$ cat config.mk
export PLATFORM = sky130hd
export DESIGN_NAME = sched_top
export DESIGN_NICKNAME = d
export VERILOG_FILES = /design/src/sched_pkg.sv /design/src/blen_fifo.sv /design/src/queue_store.sv /design/src/egress_credit.sv /design/src/prio_scheduler.sv /design/src/sched_top.sv
export VERILOG_INCLUDE_DIRS = /design/src
export SDC_FILE = /design/constraint.sdc
export NUM_CORES = 2
export LEC_CHECK = 0
export BUFFER_PORTS_ARGS = -buffer_cell sky130_fd_sc_hd__buf_2
export CORE_MARGIN = 1.5
export CORE_UTILIZATION = 63
export DETAILED_ROUTE_END_ITERATION = 10
export PLACE_DENSITY = 0.89
export SLEW_MARGIN = 20
export SYNTH_ARGS = -nofsm -noshare
export SYNTH_HDL_FRONTEND = slang
export SYNTH_SLANG_ARGS = --single-unit
$ cat constraint.sdc
create_clock -name core_clk_ifc -period 5.65 [get_ports core_clk_ifc]
set_clock_uncertainty 0.15 [all_clocks]
set_input_delay 0.565 -clock core_clk_ifc [delete_from_list [all_inputs] [get_ports core_clk_ifc]]
set_output_delay 0.565 -clock core_clk_ifc [all_outputs]
set_load 0.005 [all_outputs]
$ cat src/sched_consts.svh
//////////////////////////////
// Egress scheduler constants
// Queue counts, widths, word size and depths
//////////////////////////////

`ifndef SCHED_CONSTS_SVH
`define SCHED_CONSTS_SVH

// Queue layout
`define SCHED_NUM_PORTS        4
`define SCHED_CLASSES_PER_PORT 4
`define SCHED_NUM_QUEUES       16

// Field widths
`define SCHED_PORT_W           2
`define SCHED_CLASS_W          2
`define SCHED_QUEUE_W          4
`define SCHED_BLEN_W           11
`define SCHED_BYTES_W          7

// Datapath word and storage depths
`define SCHED_WORD_BYTES       64
`define SCHED_FIFO_DEPTH       8
`define SCHED_BUF_WORDS        4
`define SCHED_REQ_PIPE         2

`endif

$ cat src/sched_pkg.sv
//////////////////////////////
// Egress scheduler types
//////////////////////////////

`default_nettype none

`include "sched_consts.svh"

package sched_pkg;

    // Upper bits are the port, lower bits the class
    typedef logic [`SCHED_QUEUE_W-1:0] queue_id_t;

    typedef logic [`SCHED_PORT_W-1:0] port_id_t;

    // Packet length in bytes, 1 to 1500
    typedef logic [`SCHED_BLEN_W-1:0] blen_t;

    // Bytes carried by one notification word
    typedef logic [`SCHED_BYTES_W-1:0] word_bytes_t;

    // One bit per queue / per port
    typedef logic [`SCHED_NUM_QUEUES-1:0] queue_mask_t;
    typedef logic [`SCHED_NUM_PORTS-1:0] port_mask_t;

endpackage

`default_nettype wire

$ cat src/blen_fifo.sv
//////////////////////////////
// Packet length FIFO
// Circular buffer of lengths for one queue
//////////////////////////////

`default_nettype none
`timescale 1ns/1ns

`include "sched_consts.svh"

module blen_fifo (
    input  wire logic               core_clk_ifc,
    input  wire logic               arst_n,
    input  wire logic               push,
    input  sched_pkg::blen_t        push_blen,
    input  wire logic               pop,
    output sched_pkg::blen_t        head_blen,
    output logic                    empty,
    output logic                    full
);

    localparam int DEPTH = `SCHED_FIFO_DEPTH;
    localparam int PTR_W = $clog2(DEPTH);
    localparam int CNT_W = $clog2(DEPTH + 1);

    sched_pkg::blen_t   mem [DEPTH];
    logic [PTR_W-1:0]   rd_ptr;
    logic [PTR_W-1:0]   wr_ptr;
    logic [CNT_W-1:0]   count;

    always_ff @(posedge core_clk_ifc) begin
        if (push) begin
            mem[wr_ptr] <= push_blen;
        end
    end

    always_ff @(posedge core_clk_ifc or negedge arst_n) begin
        if (!arst_n) begin
            rd_ptr <= '0;
            wr_ptr <= '0;
            count  <= '0;
        end else begin
            if (push) begin
                wr_ptr <= (wr_ptr == PTR_W'(DEPTH - 1)) ? '0 : wr_ptr + 1'b1;
            end
            if (pop) begin
                rd_ptr <= (rd_ptr == PTR_W'(DEPTH - 1)) ? '0 : rd_ptr + 1'b1;
            end
            case ({push, pop})
                2'b10:   count <= count + 1'b1;
                2'b01:   count <= count - 1'b1;
                default: count <= count;
            endcase
        end
    end

    assign head_blen = mem[rd_ptr];
    assign empty     = (count == '0);
    assign full      = (count == CNT_W'(DEPTH));

    // Enqueue side and scheduler must respect the fill level
    a_no_push_full: assert property (@(posedge core_clk_ifc) disable iff (!arst_n)
        !(push && full)) else $error("push into full length FIFO");
    a_no_pop_empty: assert property (@(posedge core_clk_ifc) disable iff (!arst_n)
        !(pop && empty)) else $error("pop from empty length FIFO");

endmodule

`default_nettype wire

$ cat src/queue_store.sv
//////////////////////////////
// Queue store
// Length FIFOs, request pipe and dequeue notifications
//////////////////////////////

`default_nettype none
`timescale 1ns/1ns

`include "sched_consts.svh"

module queue_store (
    input  wire logic                 core_clk_ifc,
    input  wire logic                 arst_n,
    input  wire logic                 enq_valid,
    input  sched_pkg::queue_id_t      enq_queue,
    input  sched_pkg::blen_t          enq_blen,
    input  wire logic                 req_valid,
    input  sched_pkg::queue_id_t      req_queue,
    output sched_pkg::queue_mask_t    queue_empty,
    output logic                      note_valid,
    output sched_pkg::queue_id_t      note_queue,
    output sched_pkg::word_bytes_t    note_bytes,
    output logic                      note_last
);

    localparam int NQ    = `SCHED_NUM_QUEUES;
    localparam int STAGES = `SCHED_REQ_PIPE;

    sched_pkg::queue_mask_t push;
    sched_pkg::queue_mask_t pop;
    sched_pkg::blen_t       head_blen [NQ];

    // Bytes still to send of the packet at each queue head
    sched_pkg::blen_t       rem_bytes [NQ];
    sched_pkg::queue_mask_t in_pkt;

    logic [STAGES-1:0]      pipe_valid;
    sched_pkg::queue_id_t   pipe_queue [STAGES];

    logic                   end_valid;
    sched_pkg::queue_id_t   end_queue;
    sched_pkg::blen_t       cur_bytes;
    logic                   end_last;

    //////////////////////////////
    // Per-queue length FIFOs
    //////////////////////////////

    for (genvar q = 0; q < NQ; q++) begin : g_fifo
        assign push[q] = enq_valid && (enq_queue == sched_pkg::queue_id_t'(q));
        assign pop[q]  = end_valid && end_last && (end_queue == sched_pkg::queue_id_t'(q));

        blen_fifo fifo_inst (
            .core_clk_ifc (core_clk_ifc),
            .arst_n       (arst_n),
            .push         (push[q]),
            .push_blen    (enq_blen),
            .pop          (pop[q]),
            .head_blen    (head_blen[q]),
            .empty        (queue_empty[q]),
            .full         ()
        );
    end

    //////////////////////////////
    // Request pipe
    //////////////////////////////

    always_ff @(posedge core_clk_ifc or negedge arst_n) begin
        if (!arst_n) begin
            pipe_valid <= '0;
        end else begin
            pipe_valid <= {pipe_valid[STAGES-2:0], req_valid};
        end
    end

    always_ff @(posedge core_clk_ifc) begin
        pipe_queue[0] <= req_queue;
        for (int s = 1; s < STAGES; s++) begin
            pipe_queue[s] <= pipe_queue[s-1];
        end
    end

    assign end_valid = pipe_valid[STAGES-1];
    assign end_queue = pipe_queue[STAGES-1];

    // New packet starts from the FIFO head length
    assign cur_bytes = in_pkt[end_queue] ? rem_bytes[end_queue] : head_blen[end_queue];
    assign end_last  = (cur_bytes <= sched_pkg::blen_t'(`SCHED_WORD_BYTES));

    //////////////////////////////
    // Word split and output
    //////////////////////////////

    always_ff @(posedge core_clk_ifc or negedge arst_n) begin
        if (!arst_n) begin
            in_pkt     <= '0;
            note_valid <= 1'b0;
        end else begin
            note_valid <= end_valid;
            if (end_valid) begin
                in_pkt[end_queue] <= !end_last;
            end
        end
    end

    always_ff @(posedge core_clk_ifc) begin
        if (end_valid) begin
            note_queue <= end_queue;
            note_last  <= end_last;
            if (end_last) begin
                note_bytes <= sched_pkg::word_bytes_t'(cur_bytes);
            end else begin
                note_bytes <= sched_pkg::word_bytes_t'(`SCHED_WORD_BYTES);
                rem_bytes[end_queue] <= cur_bytes - sched_pkg::blen_t'(`SCHED_WORD_BYTES);
            end
        end
    end

    // A zero-length packet has no word to carry it
    a_blen_nonzero: assert property (@(posedge core_clk_ifc) disable iff (!arst_n)
        enq_valid |-> (enq_blen != '0)) else $error("zero-length packet enqueued");

    // Scheduler never reaches the pipe end with an empty queue
    a_head_present: assert property (@(posedge core_clk_ifc) disable iff (!arst_n)
        end_valid |-> !queue_empty[end_queue]) else $error("dequeue from empty queue");

endmodule

`default_nettype wire

$ cat src/egress_credit.sv
//////////////////////////////
// Egress credits
// One buffer credit counter per port
//////////////////////////////

`default_nettype none
`timescale 1ns/1ns

`include "sched_consts.svh"

module egress_credit (
    input  wire logic                 core_clk_ifc,
    input  wire logic                 arst_n,
    input  wire logic                 req_valid,
    input  sched_pkg::queue_id_t      req_queue,
    input  sched_pkg::port_mask_t     egr_release,
    output sched_pkg::port_mask_t     credit_avail
);

    localparam int CREDIT_W = $clog2(`SCHED_BUF_WORDS + 1);

    sched_pkg::port_id_t req_port;

    assign req_port = req_queue[`SCHED_QUEUE_W-1 -: `SCHED_PORT_W];

    for (genvar p = 0; p < `SCHED_NUM_PORTS; p++) begin : g_port
        logic                take;
        logic [CREDIT_W-1:0] count;

        assign take = req_valid && (req_port == sched_pkg::port_id_t'(p));

        // Request and release together leave the count as is
        always_ff @(posedge core_clk_ifc or negedge arst_n) begin
            if (!arst_n) begin
                count <= CREDIT_W'(`SCHED_BUF_WORDS);
            end else if (take && !egr_release[p]) begin
                count <= count - 1'b1;
            end else if (!take && egr_release[p]) begin
                count <= count + 1'b1;
            end
        end

        assign credit_avail[p] = (count != '0);

        a_no_underflow: assert property (@(posedge core_clk_ifc) disable iff (!arst_n)
            (take && !egr_release[p]) |-> (count != '0))
            else $error("port %0d credit underflow", p);
        a_no_overflow: assert property (@(posedge core_clk_ifc) disable iff (!arst_n)
            (egr_release[p] && !take) |-> (count != CREDIT_W'(`SCHED_BUF_WORDS)))
            else $error("port %0d credit overflow", p);
    end

endmodule

`default_nettype wire

$ cat src/prio_scheduler.sv
//////////////////////////////
// Dequeue scheduler
// Strict priority per port, round robin over ports
//////////////////////////////

`default_nettype none
`timescale 1ns/1ns

`include "sched_consts.svh"

module prio_scheduler (
    input  wire logic                 core_clk_ifc,
    input  wire logic                 arst_n,
    input  sched_pkg::queue_mask_t    queue_empty,
    input  sched_pkg::port_mask_t     credit_avail,
    input  wire logic                 note_valid,
    input  sched_pkg::queue_id_t      note_queue,
    input  wire logic                 note_last,
    output logic                      req_valid,
    output sched_pkg::queue_id_t      req_queue
);

    localparam int NP = `SCHED_NUM_PORTS;
    localparam int NC = `SCHED_CLASSES_PER_PORT;
    localparam int CW = `SCHED_CLASS_W;

    // Per-port state
    sched_pkg::port_mask_t  outstanding;
    sched_pkg::port_mask_t  locked;
    logic [CW-1:0]          lock_class [NP];
    sched_pkg::port_id_t    rr_ptr;

    logic [CW-1:0]          sel_class [NP];
    sched_pkg::port_mask_t  has_work;
    sched_pkg::port_mask_t  eligible;
    logic                   grant_valid;
    sched_pkg::port_id_t    grant_port;
    sched_pkg::port_id_t    note_port;

    assign note_port = note_queue[`SCHED_QUEUE_W-1 -: `SCHED_PORT_W];

    //////////////////////////////
    // Class select per port
    //////////////////////////////

    always_comb begin
        for (int p = 0; p < NP; p++) begin
            sel_class[p] = '0;
            has_work[p]  = 1'b0;
            // Ascending scan, so the highest non-empty class wins
            for (int c = 0; c < NC; c++) begin
                if (!queue_empty[p*NC + c]) begin
                    sel_class[p] = CW'(c);
                    has_work[p]  = 1'b1;
                end
            end
            // Packet in progress keeps its queue
            if (locked[p]) begin
                sel_class[p] = lock_class[p];
                has_work[p]  = 1'b1;
            end
        end
    end

    assign eligible = has_work & credit_avail & ~outstanding;

    //////////////////////////////
    // Round robin over ports
    //////////////////////////////

    always_comb begin
        sched_pkg::port_id_t idx;
        grant_valid = 1'b0;
        grant_port  = rr_ptr;
        // Descending scan, nearest port to the pointer wins
        for (int i = NP - 1; i >= 0; i--) begin
            idx = sched_pkg::port_id_t'(rr_ptr + i);
            if (eligible[idx]) begin
                grant_valid = 1'b1;
                grant_port  = idx;
            end
        end
    end

    always_ff @(posedge core_clk_ifc or negedge arst_n) begin
        if (!arst_n) begin
            req_valid   <= 1'b0;
            outstanding <= '0;
            locked      <= '0;
            rr_ptr      <= '0;
        end else begin
            req_valid <= grant_valid;
            if (note_valid) begin
                outstanding[note_port] <= 1'b0;
                if (note_last) begin
                    locked[note_port] <= 1'b0;
                end
            end
            if (grant_valid) begin
                outstanding[grant_port] <= 1'b1;
                locked[grant_port]      <= 1'b1;
                rr_ptr                  <= grant_port + 1'b1;
            end
        end
    end

    always_ff @(posedge core_clk_ifc) begin
        req_queue <= {grant_port, sel_class[grant_port]};
        if (grant_valid) begin
            lock_class[grant_port] <= sel_class[grant_port];
        end
    end

    // Every notification answers an earlier request of its port
    a_note_expected: assert property (@(posedge core_clk_ifc) disable iff (!arst_n)
        note_valid |-> outstanding[note_port]) else $error("unexpected notification");

endmodule

`default_nettype wire

$ cat src/sched_top.sv
//////////////////////////////
// Egress packet scheduler top
// Queue store, credits and scheduler
//////////////////////////////

`default_nettype none
`timescale 1ns/1ns

`include "sched_consts.svh"

module sched_top (
    input  wire logic                 core_clk_ifc,
    input  wire logic                 arst_n,
    input  wire logic                 enq_valid,
    input  sched_pkg::queue_id_t      enq_queue,
    input  sched_pkg::blen_t          enq_blen,
    input  sched_pkg::port_mask_t     egr_release,
    output logic                      note_valid,
    output sched_pkg::queue_id_t      note_queue,
    output sched_pkg::word_bytes_t    note_bytes,
    output logic                      note_last
);

    sched_pkg::queue_mask_t queue_empty;
    sched_pkg::port_mask_t  credit_avail;
    logic                   req_valid;
    sched_pkg::queue_id_t   req_queue;

    queue_store queue_store_inst (
        .core_clk_ifc (core_clk_ifc),
        .arst_n       (arst_n),
        .enq_valid    (enq_valid),
        .enq_queue    (enq_queue),
        .enq_blen     (enq_blen),
        .req_valid    (req_valid),
        .req_queue    (req_queue),
        .queue_empty  (queue_empty),
        .note_valid   (note_valid),
        .note_queue   (note_queue),
        .note_bytes   (note_bytes),
        .note_last    (note_last)
    );

    egress_credit egress_credit_inst (
        .core_clk_ifc (core_clk_ifc),
        .arst_n       (arst_n),
        .req_valid    (req_valid),
        .req_queue    (req_queue),
        .egr_release  (egr_release),
        .credit_avail (credit_avail)
    );

    // Notifications feed back to free the port and end the lock
    prio_scheduler prio_scheduler_inst (
        .core_clk_ifc (core_clk_ifc),
        .arst_n       (arst_n),
        .queue_empty  (queue_empty),
        .credit_avail (credit_avail),
        .note_valid   (note_valid),
        .note_queue   (note_queue),
        .note_last    (note_last),
        .req_valid    (req_valid),
        .req_queue    (req_queue)
    );

endmodule

`default_nettype wire

==> impl_metrics.csv <==
group,metric,value,unit
synthesis,async_flop_share,0.111,
die,fp.dieW,345,microns
synthesis,synthFlopType,"edfxtp_1",
global_routing,antenna_found_initial,8,
place,dp_cells,5358,
power_and_ir_drop,p_comb_frac,0.266,
synthesis,yosysWarnings,0,
die,die-area,0.119,sq mm
cts,path_clk_slew,0.08,ns
timing,tns,-0.0399,ns
drt,wl,194,mm
final_layout,final_area,0.0828,sq mm
global_routing,grtUsageTotal,0.325,
setup_path,path_max_fanout,24,
place,portBuffers,34,
synthesis,syn_inst,3778,
cts,root_buffer,"clkbuf_16",
synthesis,ys_seq_area_frac,0.726,
setup_path,crit_type,"reg2reg",
place,dpl_worst_slack,0.118,ns
final_layout,drive_above_1_share,0.251,
final_layout,stdcell_count,5684,
power_and_ir_drop,clkPwrFrac,0.294,
timing,fmax,177,MHz
min_path,hold_class,"in2reg",
synthesis,synth_area_per_cell,19.5,sq um
setup_path,cp-end-kind,"flop",
global_routing,met2_usage,0.520,
timing,hold_violations,0,
cts,htree_levels,4,
place,dpl.hpwl,107,mm
power_and_ir_drop,p_sw_frac,0.325,
timing,finalCritPeriodShare,1.00,
die,die_h,345,microns
die,placementRows,125,
timing,finalMaxSlewViolations,0,
status,violations,"setup timing",
global_routing,grt_pass1_vias,41000,
die,core,0.116,sq mm
final_layout,final_common_cell,"edfxtp_1",
drt,drc,0,
cts,cts_buffers,171,
synthesis,syn_area,0.0737,sq mm
timing,fin_ws,-0.0138,ns
setup_path,worstPathArrival,6.23,ns
synthesis,synth_nets,3942,
drt,dr.pass1.iters,9,
timing,layout_min_cycle_time,5.66,ns
power_and_ir_drop,powerDensity,492,mW/mm^2
power_and_ir_drop,leakagePower,28.1,nW
global_routing,grt_util_met3,0.0843,
power_and_ir_drop,power_frac_seq,0.440,
cts,clock-sinks,1818,
power_and_ir_drop,internal-power,27.5,mW
timing,worst_slew_pin_slew,1.45,ns
final_layout,fill_cells,6054,
synthesis,synth_cell_types,69,
global_routing,busiest_layer,"met2",
final_layout,mostFrequentLayoutCells,"edfxtp_1 (1,604), mux4_2 (404), mux2i_1 (187)",
cts,clock_path_buffers,3,
drt,ant_nets,0,
place,dpl-instance-area,0.0767,sq mm
drt,post_drt_wl_per_cell,34.1,microns
timing,hold_ws,0.0408,ns
drt,viasPerCell,7.15,
setup_path,start_kind,"flop",
job,cap_violations,0,
drt,vias,40600,
global_routing,grt.met1_usage,0.411,
final_layout,final_nets,4172,
power_and_ir_drop,ir_drop,0.000437,V
cts,cts_tree,"yes",
synthesis,synth_top_area_share,0.654,
final_layout,syn_to_final_growth,12.4,%
synthesis,yosysTopAreaCell,"edfxtp_1",
synthesis,ys_ff_latch,1818,
global_routing,globalRouteOverflowTotal,0,
power_and_ir_drop,switching_power,13.2,mW
timing,relSlewSlack,0.0283,
status,status,"finished, violations left",
global_routing,grt_pass1_wl,276,mm
die,ios,35,
cts,clock_latency,0.85,ns
global_routing,grt_max_degree,108,
timing,setup_viol,3,
drt,drtIter0Drc,6193,
synthesis,synth_edf_count,1604,
die,initial_core_util,0.635,
setup_path,cp.required,6.22,ns
synthesis,synth_area_leaders,"edfxtp_1 (65%), mux4_2 (12%), dfrtp_1 (6.7%), mux2i_1 (2.6%), ha_1 (2.1%)",
place,gp_congestion,0.952,
[cell type report]
cell class | instances | area [sq um] | share of cell area
Tap cell | 1524 | 1910 | 0.0230
Sequential cell | 1818 | 53500 | 0.646
Clock buffer | 233 | 4690 | 0.0567
Antenna cell | 3 | 7.51 | 0.0000907
Clock inverter | 89 | 1130 | 0.0137
Inverter | 89 | 339 | 0.00409
Multi-Input combinational cell | 1708 | 19400 | 0.235
Timing Repair Buffer | 220 | 1800 | 0.0218
[through the flow]
step,total power [mW],utilization
after floorplan,24.0,-
after global placement,27.2,0.661
after detailed placement,27.9,0.661
after CTS,40.0,0.712
after global routing,41.6,0.714
final,40.7,0.714
[path summary, 6_finish.rpt]
check	startpoint	to	slack [ns]	cells past startpoint
hold reg to reg	prio_scheduler_inst.req_queue[0]	queue_store_inst.pipe_queue[0][0]	0.18	0
setup reg to reg	queue_store_inst.g_fifo[10].fifo_inst.rd_ptr[0]	queue_store_inst.g_fifo[4].fifo_inst.count[3]	-0.01	19
max in group asynchronous	arst_n	queue_store_inst.g_fifo[3].fifo_inst.rd_ptr[0]	3.54	3
min in group asynchronous	arst_n	prio_scheduler_inst.outstanding[1]	0.28	2
setup / recovery	queue_store_inst.g_fifo[10].fifo_inst.rd_ptr[0]	queue_store_inst.g_fifo[4].fifo_inst.count[3]	-0.01	19
hold / removal	enq_blen[8]	queue_store_inst.g_fifo[1].fifo_inst.mem[5][8]	0.04	1
[cell usage after synthesis, drive strengths merged, types with 11 or more instances]
cell type  number
nand3          25
dfrtp         198
dfxtp          12
clkbuf         65
nand2b         46
buf            98
xnor2          36
edfxtp       1604
fa             20
nor2b          22
mux2i         193
nor2          173
xor2           43
ha            122
nand2         121
a21oi          26
mux4          404
nor4           41
nor3           85
a21o           25
o22ai          79
o21ai          81
inv            88
mux2           79
a31oi          11
[registers in the layout, indices dropped and copies added (netlist names), 2 cells and up]
register,cells
queue_store_inst.note_bytes,7
prio_scheduler_inst.lock_class,8
queue_store_inst.g_fifo.fifo_inst.wr_ptr,48
prio_scheduler_inst.rr_ptr,2
queue_store_inst.rem_bytes,176
prio_scheduler_inst.req_queue,4
queue_store_inst.pipe_valid,2
queue_store_inst.note_queue,4
prio_scheduler_inst.locked,4
egress_credit_inst.g_port.count,12
queue_store_inst.g_fifo.fifo_inst.mem,1408
queue_store_inst.g_fifo.fifo_inst.count,64
queue_store_inst.pipe_queue,8
queue_store_inst.in_pkt,16
prio_scheduler_inst.outstanding,4
queue_store_inst.g_fifo.fifo_inst.rd_ptr,48
[critical path, stage by stage (launching register included)]
cell and delay (ns):
dfrtp_1 0.42, buf_12 0.24, mux4_2 0.58, mux2i_1 0.30
o22ai_1 0.17, o21ai_0 0.37, nand4_1 0.41, mux2i_1 0.35
buf_4 0.32, nand2_1 0.12, a21boi_4 0.16, buf_4 0.21
nor4_4 0.31, ha_1 0.27, ha_1 0.28, a21o_1 0.21
a21oi_1 0.25, xnor2_1 0.18, nor2_1 0.09, xor2_1 0.15
[kinds of logic after synthesis]
| family | synth area share |
|---|---|
| and+or+nand+nor | 0.0390 |
| buffers and inverters | 0.0158 |
| muxes | 0.162 |
| xor gates and xnor gates | 0.00939 |
| AOI/OAI and AO/OA | 0.0216 |
| adders and majority gates | 0.0262 |
| DFF | 0.726 |
[power groups by stage]
stage	Clock (mW)	Combinational (mW)	Sequential (mW)
floorplan	0	6.50	17.5
global placement	0	9.38	17.9
detailed placement	0	9.85	18.0
CTS	11.9	10.2	17.8
global route	12.4	11.2	18.0
finish	12.0	10.8	17.9
[layer usage]
metal	up-vias	routed length, microns
met5	-	115
met1	20700	63600
met4	12	13100
li1	15700	-
met2	3469	94400
met3	802	22600
[repair_timing]
action                                 4_1_cts  5_1_grt
setup endpoints to repair                    1       36
gates resized for setup                      1       31
endpoints found under the hold margin       89        0
hold buffers                                 1        0
pin swaps                                    0        1
buffers inserted                             0        0
Note: power is estimated with default switching activity, not from simulation.
